$ cat src/cnn_ctrl_pkg.sv
package cnn_ctrl_pkg;

    // convolution engine sequence, one pass per output pixel.
    typedef enum logic [2:0] {
        conv_idle,
        conv_fetch,        // reads issued, one tap per cycle.
        conv_accumulate,   // last product arrives.
        conv_finish,       // bias, relu and saturation.
        conv_store
    } conv_state_t;

    // pooling sequence, one pass per 2x2 block.
    typedef enum logic [1:0] {
        pool_idle,
        pool_read,
        pool_emit
    } pool_state_t;

endpackage

$ cat src/cnn_data_pkg.sv
package cnn_data_pkg;

    // **********************************************************************
    // numeric types
    // **********************************************************************

    typedef logic signed [7:0]  pixel_t;   // image and feature map value.
    typedef logic signed [7:0]  weight_t;  // kernel tap or bias.
    typedef logic signed [19:0] acc_t;     // nine 8x8 products plus bias.

    // **********************************************************************
    // arithmetic constants
    // **********************************************************************

    localparam int     kernel_size = 3;          // square kernel side.
    localparam int     out_shift   = 4;          // scaling before saturation.
    localparam pixel_t pix_max     = 8'sd127;    // saturation ceiling.

endpackage

$ cat src/cnn_top.sv
`timescale 1ns/100ps

module cnn_top import cnn_data_pkg::*; #(
    parameter int  h      = 10,
    parameter int  w      = 10,
    localparam int img_aw = $clog2(h * w),
    localparam int fm_aw  = $clog2((h - 2) * (w - 2))
) (
    input  logic              clk,
    input  logic              reset,
    input  logic              pix_wr,
    input  logic [img_aw-1:0] pix_addr,
    input  pixel_t            pix_data,
    input  logic              w_wr,
    input  logic [3:0]        w_idx,
    input  weight_t           w_data,
    input  logic              start,
    output pixel_t            y,
    output logic              y_valid,
    output logic              done
);

    logic [img_aw-1:0] rd_addr;
    pixel_t            rd_data;
    logic              store;
    logic [fm_aw-1:0]  st_addr;
    pixel_t            st_data;
    logic              cout_done;
    logic [fm_aw-1:0]  fm_addr;
    pixel_t            fm_data;

    image_mem #(.h(h), .w(w)) mem_inst (
        .clk      (clk),
        .reset    (reset),
        .pix_wr   (pix_wr),
        .pix_addr (pix_addr),
        .pix_data (pix_data),
        .rd_addr  (rd_addr),
        .rd_data  (rd_data)
    );

    conv_layer #(.h(h), .w(w)) layer_inst (
        .clk       (clk),
        .reset     (reset),
        .w_wr      (w_wr),
        .w_idx     (w_idx),
        .w_data    (w_data),
        .start     (start),
        .rd_addr   (rd_addr),
        .rd_data   (rd_data),
        .store     (store),
        .st_addr   (st_addr),
        .st_data   (st_data),
        .cout_done (cout_done)
    );

    feature_mem #(.h(h), .w(w)) layer_mem_inst (
        .clk     (clk),
        .reset   (reset),
        .store   (store),
        .st_addr (st_addr),
        .st_data (st_data),
        .fm_addr (fm_addr),
        .fm_data (fm_data)
    );

    // pooling starts when the conv map is complete.
    pool_unit #(.h(h), .w(w)) pool_inst (
        .clk       (clk),
        .reset     (reset),
        .cout_done (cout_done),
        .fm_addr   (fm_addr),
        .fm_data   (fm_data),
        .y         (y),
        .y_valid   (y_valid),
        .pool_done (done)
    );

endmodule

$ cat src/conv_layer.sv
`timescale 1ns/100ps

module conv_layer import cnn_data_pkg::*, cnn_ctrl_pkg::*; #(
    parameter int  h      = 10,
    parameter int  w      = 10,
    localparam int img_aw = $clog2(h * w),
    localparam int fm_aw  = $clog2((h - 2) * (w - 2))
) (
    input  logic              clk,
    input  logic              reset,
    input  logic              w_wr,
    input  logic [3:0]        w_idx,
    input  weight_t           w_data,
    input  logic              start,
    output logic [img_aw-1:0] rd_addr,
    input  pixel_t            rd_data,
    output logic              store,
    output logic [fm_aw-1:0]  st_addr,
    output pixel_t            st_data,
    output logic              cout_done
);

    localparam int ch    = h - 2;                      // conv map height.
    localparam int cw    = w - 2;                      // conv map width.
    localparam int taps  = kernel_size * kernel_size;
    localparam int row_w = $clog2(ch + 1);
    localparam int col_w = $clog2(cw + 1);

    conv_state_t        state;
    weight_t            kernel [0:taps-1];
    weight_t            bias;
    logic [row_w-1:0]   out_row;
    logic [col_w-1:0]   out_col;
    logic [fm_aw-1:0]   out_idx;
    logic [1:0]         kx;
    logic [1:0]         ky;
    logic [3:0]         tap;
    logic [3:0]         tap_d;          // tap of the data now on rd_data.
    logic               fetch_valid;
    logic signed [15:0] product;
    acc_t               acc;
    logic               last_out;

    function automatic pixel_t relu_sat(acc_t sum);
        acc_t shifted;
        shifted = sum >>> out_shift;
        if (sum < 0) begin
            return '0;
        end else if (shifted > acc_t'(pix_max)) begin
            return pix_max;
        end
        return pixel_t'(shifted);
    endfunction

    // **********************************************************************
    // kernel and bias registers
    // **********************************************************************

    always_ff @(posedge clk) begin
        if (w_wr) begin
            if (w_idx < taps) begin
                kernel[w_idx] <= w_data;
            end else if (w_idx == taps) begin
                bias <= w_data;  // index 9.
            end
        end
    end

    // **********************************************************************
    // window sequencer and accumulator
    // **********************************************************************

    assign rd_addr  = img_aw'((out_row + ky) * w + out_col + kx);
    assign product  = rd_data * kernel[tap_d];
    assign last_out = (out_row == ch - 1) && (out_col == cw - 1);
    assign st_addr  = out_idx;

    always_ff @(posedge clk) begin
        if (reset) begin
            state       <= conv_idle;
            store       <= 1'b0;
            cout_done   <= 1'b0;
            fetch_valid <= 1'b0;
            tap_d       <= '0;
            acc         <= '0;
            out_row     <= '0;
            out_col     <= '0;
            out_idx     <= '0;
            kx          <= '0;
            ky          <= '0;
            tap         <= '0;
        end else begin
            store       <= 1'b0;
            cout_done   <= 1'b0;
            fetch_valid <= (state == conv_fetch);
            tap_d       <= tap;
            if (fetch_valid) begin
                acc <= acc + product;  // overlaps the next fetch.
            end
            case (state)
                conv_idle: begin
                    if (start) begin
                        out_row <= '0;
                        out_col <= '0;
                        out_idx <= '0;
                        acc     <= '0;
                        state   <= conv_fetch;
                    end
                end
                conv_fetch: begin
                    tap <= tap + 1'b1;
                    if (kx == kernel_size - 1) begin
                        kx <= '0;
                        ky <= ky + 1'b1;
                    end else begin
                        kx <= kx + 1'b1;
                    end
                    if (tap == taps - 1) begin
                        tap   <= '0;
                        kx    <= '0;
                        ky    <= '0;
                        state <= conv_accumulate;
                    end
                end
                conv_accumulate: state <= conv_finish;  // ninth product lands.
                conv_finish: begin
                    store <= 1'b1;
                    state <= conv_store;
                end
                conv_store: begin
                    acc     <= '0;
                    out_idx <= out_idx + 1'b1;
                    if (last_out) begin
                        cout_done <= 1'b1;
                        state     <= conv_idle;
                    end else begin
                        if (out_col == cw - 1) begin
                            out_col <= '0;
                            out_row <= out_row + 1'b1;
                        end else begin
                            out_col <= out_col + 1'b1;
                        end
                        state <= conv_fetch;
                    end
                end
                default: state <= conv_idle;
            endcase
        end
    end

    always_ff @(posedge clk) begin
        if (state == conv_finish) begin
            st_data <= relu_sat(acc + acc_t'(bias));
        end
    end

    a_store_in_state: assert property (@(posedge clk) disable iff (reset)
        store |-> state == conv_store);

    a_done_after_last: assert property (@(posedge clk) disable iff (reset)
        cout_done |-> $past(store && st_addr == fm_aw'(ch * cw - 1)));

endmodule

$ cat src/feature_mem.sv
`timescale 1ns/100ps

module feature_mem import cnn_data_pkg::*; #(
    parameter int  h     = 10,
    parameter int  w     = 10,
    localparam int fm_aw = $clog2((h - 2) * (w - 2))
) (
    input  logic             clk,
    input  logic             reset,
    input  logic             store,
    input  logic [fm_aw-1:0] st_addr,
    input  pixel_t           st_data,
    input  logic [fm_aw-1:0] fm_addr,
    output pixel_t           fm_data
);

    localparam int depth = (h - 2) * (w - 2);  // one conv output map.

    pixel_t buffer [0:depth-1];

    always_ff @(posedge clk) begin
        if (store) begin
            buffer[st_addr] <= st_data;
        end
    end

    // registered read for the pooling unit.
    always_ff @(posedge clk) begin
        if (reset) begin
            fm_data <= '0;
        end else begin
            fm_data <= buffer[fm_addr];
        end
    end

    a_st_addr_range: assert property (@(posedge clk) disable iff (reset)
        store |-> st_addr < depth);

endmodule

$ cat src/image_mem.sv
`timescale 1ns/100ps

module image_mem import cnn_data_pkg::*; #(
    parameter int  h      = 10,
    parameter int  w      = 10,
    localparam int img_aw = $clog2(h * w)
) (
    input  logic              clk,
    input  logic              reset,
    input  logic              pix_wr,
    input  logic [img_aw-1:0] pix_addr,
    input  pixel_t            pix_data,
    input  logic [img_aw-1:0] rd_addr,
    output pixel_t            rd_data
);

    localparam int depth = h * w;

    pixel_t mem [0:depth-1];

    // write port, loaded from outside before start.
    always_ff @(posedge clk) begin
        if (pix_wr) begin
            mem[pix_addr] <= pix_data;
        end
    end

    always_ff @(posedge clk) begin
        if (reset) begin
            rd_data <= '0;
        end else begin
            rd_data <= mem[rd_addr];  // one cycle of read latency.
        end
    end

    a_pix_addr_range: assert property (@(posedge clk) disable iff (reset)
        pix_wr |-> pix_addr < depth);

endmodule

$ cat src/pool_unit.sv
`timescale 1ns/100ps

module pool_unit import cnn_data_pkg::*, cnn_ctrl_pkg::*; #(
    parameter int  h     = 10,
    parameter int  w     = 10,
    localparam int fm_aw = $clog2((h - 2) * (w - 2))
) (
    input  logic             clk,
    input  logic             reset,
    input  logic             cout_done,
    output logic [fm_aw-1:0] fm_addr,
    input  pixel_t           fm_data,
    output pixel_t           y,
    output logic             y_valid,
    output logic             pool_done
);

    localparam int cw   = w - 2;
    localparam int bh   = (h - 2) / 2;   // pooled rows.
    localparam int bw   = (w - 2) / 2;   // pooled columns.
    localparam int br_w = $clog2(bh + 1);
    localparam int bc_w = $clog2(bw + 1);

    pool_state_t     state;
    logic [br_w-1:0] blk_row;
    logic [bc_w-1:0] blk_col;
    logic [1:0]      sub;        // position inside the block, dy then dx.
    logic            rd_valid;
    logic            rd_first;
    logic            done_pend;
    logic            last_blk;
    pixel_t          run_max;
    pixel_t          blk_max;

    assign fm_addr  = fm_aw'((2 * blk_row + sub[1]) * cw + 2 * blk_col + sub[0]);
    assign blk_max  = (rd_first || fm_data > run_max) ? fm_data : run_max;
    assign last_blk = (blk_row == bh - 1) && (blk_col == bw - 1);

    always_ff @(posedge clk) begin
        if (reset) begin
            state     <= pool_idle;
            y_valid   <= 1'b0;
            pool_done <= 1'b0;
            done_pend <= 1'b0;
            rd_valid  <= 1'b0;
            rd_first  <= 1'b0;
            blk_row   <= '0;
            blk_col   <= '0;
            sub       <= '0;
        end else begin
            y_valid   <= 1'b0;
            done_pend <= 1'b0;
            pool_done <= done_pend;  // one cycle behind the last y_valid.
            rd_valid  <= (state == pool_read);
            rd_first  <= (state == pool_read) && (sub == 2'd0);
            case (state)
                pool_idle: begin
                    if (cout_done) begin
                        blk_row <= '0;
                        blk_col <= '0;
                        sub     <= '0;
                        state   <= pool_read;
                    end
                end
                pool_read: begin
                    sub <= sub + 1'b1;
                    if (sub == 2'd3) begin
                        state <= pool_emit;
                    end
                end
                pool_emit: begin
                    y_valid <= 1'b1;
                    if (last_blk) begin
                        done_pend <= 1'b1;
                        state     <= pool_idle;
                    end else begin
                        if (blk_col == bw - 1) begin
                            blk_col <= '0;
                            blk_row <= blk_row + 1'b1;
                        end else begin
                            blk_col <= blk_col + 1'b1;
                        end
                        state <= pool_read;
                    end
                end
                default: state <= pool_idle;
            endcase
        end
    end

    always_ff @(posedge clk) begin
        if (rd_valid) begin
            run_max <= blk_max;
        end
        if (state == pool_emit) begin
            y <= blk_max;  // fourth value arrives in this cycle.
        end
    end

    a_valid_done_apart: assert property (@(posedge clk) disable iff (reset)
        !(y_valid && pool_done));

endmodule

$ cat config.mk
export PLATFORM = sky130hd
export DESIGN_NAME = cnn_top
export DESIGN_NICKNAME = d
export VERILOG_FILES = /design/src/cnn_ctrl_pkg.sv /design/src/cnn_data_pkg.sv /design/src/cnn_top.sv /design/src/conv_layer.sv /design/src/feature_mem.sv /design/src/image_mem.sv /design/src/pool_unit.sv
export SDC_FILE = /design/constraint.sdc
export NUM_CORES = 2
export LEC_CHECK = 0
export BUFFER_PORTS_ARGS = -buffer_cell sky130_fd_sc_hd__buf_2
export CORE_ASPECT_RATIO = 0.5
export CORE_MARGIN = 4
export CORE_UTILIZATION = 59
export CTS_BUF_LIST = sky130_fd_sc_hd__clkbuf_2
export DETAILED_ROUTE_END_ITERATION = 10
export PLACE_DENSITY_LB_ADDON = 0.3
export SETUP_SLACK_MARGIN = 0.2
export SYNTH_ARGS = -nofsm -noshare
export SYNTH_HDL_FRONTEND = slang
export SYNTH_SLANG_ARGS = --single-unit
$ cat constraint.sdc
create_clock -name clk -period 6.2 [get_ports clk]
set_input_delay 0.31 -clock clk [delete_from_list [all_inputs] [get_ports clk]]
set_output_delay 0.31 -clock clk [all_outputs]
set_load 0.005 [all_outputs]
==> results.md <==
- After detailed placement, the design holds a cell count of 4585.
- The clock root buffer is clkbuf_2.
- The worst-case setup margin in the final layout is around 74 ps.
- The internal power of the cells totals approximately 15 mW.
- The areal power density over the cells is 309 nW/um^2.
- The fraction of layout instances using a drive strength above 1 is 0.296.
- TritonCTS built the clock tree.
- From synthesis to final layout, the design area changed by 10.1%.
- The detailed placer's ending HPWL is just under 80000 um.
- The total power after layout is between 20 and 25 mW.
- The footprint of the multi-input gates is 17500 um^2.
- Clock-pin slew was measured on the worst setup and hold paths at 140 ps.
- After detailed routing, the average wire length per cell comes to between 20 and 30 um.
- For this run, the detailed router's first-pass iteration total came to 5.
- The mapped cell area is between 60000 and 70000 um^2.
- The last weighted congestion value of the routability-driven placer is about 0.8.
- The flow ran to the end, and the final reports show no timing, DRC or antenna violations.
- The global route total overflow is 0.
- The type of element launching the critical path is a register.
- During placement, the flow inserted port buffers numbering 41.
- For this run, the post-layout net count is 3826.
- The number of global-route vias before repair was around 33000.
- The fmax is about 0.16 GHz.
- The worst path needs a little over 6000 ps of the cycle, external delays included.
- In this run, CTS created clock tree buffers numbering 334.
- Of the total power, the share spent switching nets is 0.279.
- The cell type with the highest occurrence count on the critical path is fa_1.
- The biggest area contributor in the post-synthesis netlist is edfxtp_1.
- The critical path in this run is classified as register to register.
- The detailed router's first-iteration violation count is around 3200.
- The worst hold-check path type is input port to register.
- The critical path goes through buf_12 -> mux4_2 -> mux2i_2 -> nor2_1 -> a21oi_2 -> buf_4 -> nor2_1 -> fa_1 -> inv_1 -> fa_1 -> inv_1 -> fa_1 -> fa_1 -> ha_1 -> ha_1 -> and2_1 -> a22o_1 -> a311o_1 -> a31oi_4 -> o21ai_1 -> nor3_1 -> nor4_1 -> a21o_1.
- Sorting the synthesized cells by area gives the leading types as edfxtp_1 68%, mux4_2 16%, fa_1 2.9%.
- After floorplanning, the core was divided into 84 placement rows.
- The total detailed-routing wirelength is 133000 um.
- The fill cell instance count of the final layout is about 7000.
- In this run the deepest clock path goes through 4 buffers.
- The net switching power is around 6 mW.
- The proportion of power drawn by combinational gates is 0.192.
- For this run, asynchronously set or reset flops after synthesis account for 0.
- The worst slack at placement is -16.3 ps.
- Synthesis instantiated 63 different standard cells from the library.
- The portion of the clock cycle consumed by the worst path in the final layout is 0.988.
- The cell count after synthesis came out at roughly 3200.
- On the critical path, the stage with the largest delay is an instance of mux4_2.
- For this design, the sink count on the clock tree is roughly 1500.
- The H-tree level count is 5.
- For this configuration, the core starts out at a cell density of 0.595.
- The number of placed I/O pins is between 40 and 50.
- The finished cells cover 68900 um^2.
- Setup violations remaining at the end of the flow were counted as 0.
- Summing all flip-flop and latch instances after layout gives ~44000 um^2.
- The pin count of the biggest net entering global routing is about 130.
- The number of hold violations in the final report is 0.
- STA classifies the critical path endpoint as a register.
- The number of buffers and inverters on the critical path is 4.
- The latest clock arrival within the worst-skew pair is around 1700 ps.
- The global-route wire length before repair is between 200000 and 250000 um.
- For this run, the slowest stage of the critical path takes roughly 560 ps.
- The sequential power share is 0.523.
- The via-per-instance ratio is between 6 and 7.
- Summing all placed instances gives a cell area of roughly 65000 um^2.
- The post-route DRC violation count is 0.
- Averaged over all synthesized cells, the footprint is just under 20 um^2.
- The share of the Yosys chip area taken by registers is 0.707.
- The worst path required time is 7690 ps.
- The tightest hold path in the finished design has a slack of between 200 and 250 ps.
- The leakage power of the design is 22.8 nW.
- The routed via count is about 32000.
- The floorplan step defined a die boundary enclosing around 110000 um^2.
- The dominant register cell in the synthesized netlist is edfxtp_1.
- The count of pins over their slew limit is 0.
- For the worst setup path, the data arrival time is between 7000 and 8000 ps.
- At the pin with the least slew margin, the transition time is 1150 ps.
- The maximum fanout along the worst path is 12.
- Of the total power, the clock network draws 0.284.
- The number of max-capacitance violations reported is 0.
- Excluding fillers, the count of instances in the completed layout stands at between 5000 and 6000.
- In this run, synthesis inferred between 1000 and 1500 flip-flops with an integrated enable.
- The antenna violation net count after detailed routing is 0.
- From left edge to right edge, the die measures roughly 470 um.
- The floorplan core area is 105000 um^2.
- For this run, the number of Yosys warnings is 0.
- For this run, the total global-route usage over all layers was measured as 0.246.
- Setup repair after global routing could not meet its margin everywhere.
- The worst slew margin relative to its limit is 0.231.
- Among cell families on the critical path, the largest total delay comes from adder cells.
- The setup slack of the worst register-to-register path is between 70 and 80 ps.
- The highest ir drop seen on vdd is ~220 uV.
- When the netlist entered floorplanning its net count stood at approximately 3400.
- On the final layout, the worst clock skew is around 200 ps.
- After synthesis the netlist holds a flip-flop and latch count of between 1000 and 1500.
- Of the post-synthesis cell area, the dominant cell type holds 0.680.
- The die is around 240 um tall.
- The initial antenna violation count is 2.
[layout make-up]
type,instances,share of cell area
flip-flops and latches,1499,0.642
multi-input cells,1422,0.254
clock buffers,488,0.0355
repair buffers,216,0.0296
well taps,1419,0.0258
inverters,132,0.00720
clock inverters,66,0.00607
diodes,8,0.000291
[per-layer routing]
layer / GRT usage / wire length (um) / vias to the layer above
met5: 0 / 0 / -
met4: 0.0789 / 2890 / 0
met3: 0.0556 / 10900 / 216
met2: 0.394 / 66300 / 1427
met1: 0.345 / 53000 / 16400
li1: - / - / 13700
[what timing repair did]
item / CTS / global route
hold buffers: 91 / 0
setup endpoints to repair: 4 / 10
setup buffers: 10 / 2
gates resized for setup: 17 / 15
hold endpoints to repair: 1843 / 0
pin swaps: 15 / 11
[worst min-delay path, cell delays in order]
cell	delay, ps
dlygate4sd3_1	560
buf_2	150
nor2b_1	160
nand2_1	290
nor2_1	260
[power groups by stage]
stage / logic, mW / registers, mW / clock network (mW)
after detailed placement: 3.86 / 11.4 / 0
after global placement: 3.77 / 11.4 / 0
after floorplan: 2.77 / 11.3 / 0
final: 4.10 / 11.1 / 6.06
after global routing: 4.58 / 11.2 / 6.79
after CTS: 4.04 / 11.1 / 6.19
[cells in the final DEF, fill, tap and decap left out, types with 25 or more instances in the layout]
cell type and count:
a21oi_1 45, buf_2 33, buf_4 81, clkbuf_2 488, clkinv_1 46, dfxtp_1 79, dlygate4sd3_1 83, edfxtp_1 1416
fa_1 88, ha_1 93, inv_1 129, mux2i_1 39, mux4_2 432, nand2_1 70, nor2_1 275, nor2b_1 63
nor3_1 25
[metrics by stage]
stage	setup TNS [ps]	util
CTS	0	0.654
floorplan	0	-
global route	-500	0.655
detailed placement	-16.3	0.616
finish	0	0.655
global placement	0	0.616
[cell usage after synthesis (24+ instances only)]
library cell and count:
edfxtp_1 1416, mux4_2 432, nor2_1 275, inv_1 131
ha_1 97, fa_1 92, clkbuf_1 84, dfxtp_1 83
nand2_1 70, nor2b_1 64, a21oi_1 50, mux2i_1 40
buf_2 29, nand2b_1 25, nor3_1 25, nand3_1 24
xnor2_1 24
[final timing paths]
kind	start	to	cells after the start
min reg2reg	pool_inst.blk_col[0]	pool_inst.blk_col[0]	1
min	pix_addr[3]	mem_inst.mem[10][4]	5
max	register	layer_inst.acc[19]	23
max reg2reg	register	layer_inst.acc[19]	23
[cell families after synthesis]
group                      synth area share
and+or+nand+nor                      0.0393
DFF                                   0.707
xor gates and xnor gates            0.00574
buffers and inverters                0.0169
AOI/OAI and AO/OA                    0.0174
adders and majority gates            0.0489
muxes                                 0.165
other                             0.0000600
[registers in the layout, indices dropped and copies added (netlist names), 6 cells and up, named ones only]
register and count:
mem_inst.mem 800, layer_inst.st_data 8, pool_inst.y 8, layer_mem_inst.buffer 512, pool_inst.run_max 8, layer_inst.st_addr 6, layer_inst.kernel 72, mem_inst.rd_data 8
layer_mem_inst.fm_data 8, layer_inst.acc 20, layer_inst.bias 8
No activity file was read; power rests on OpenSTA's default activity.
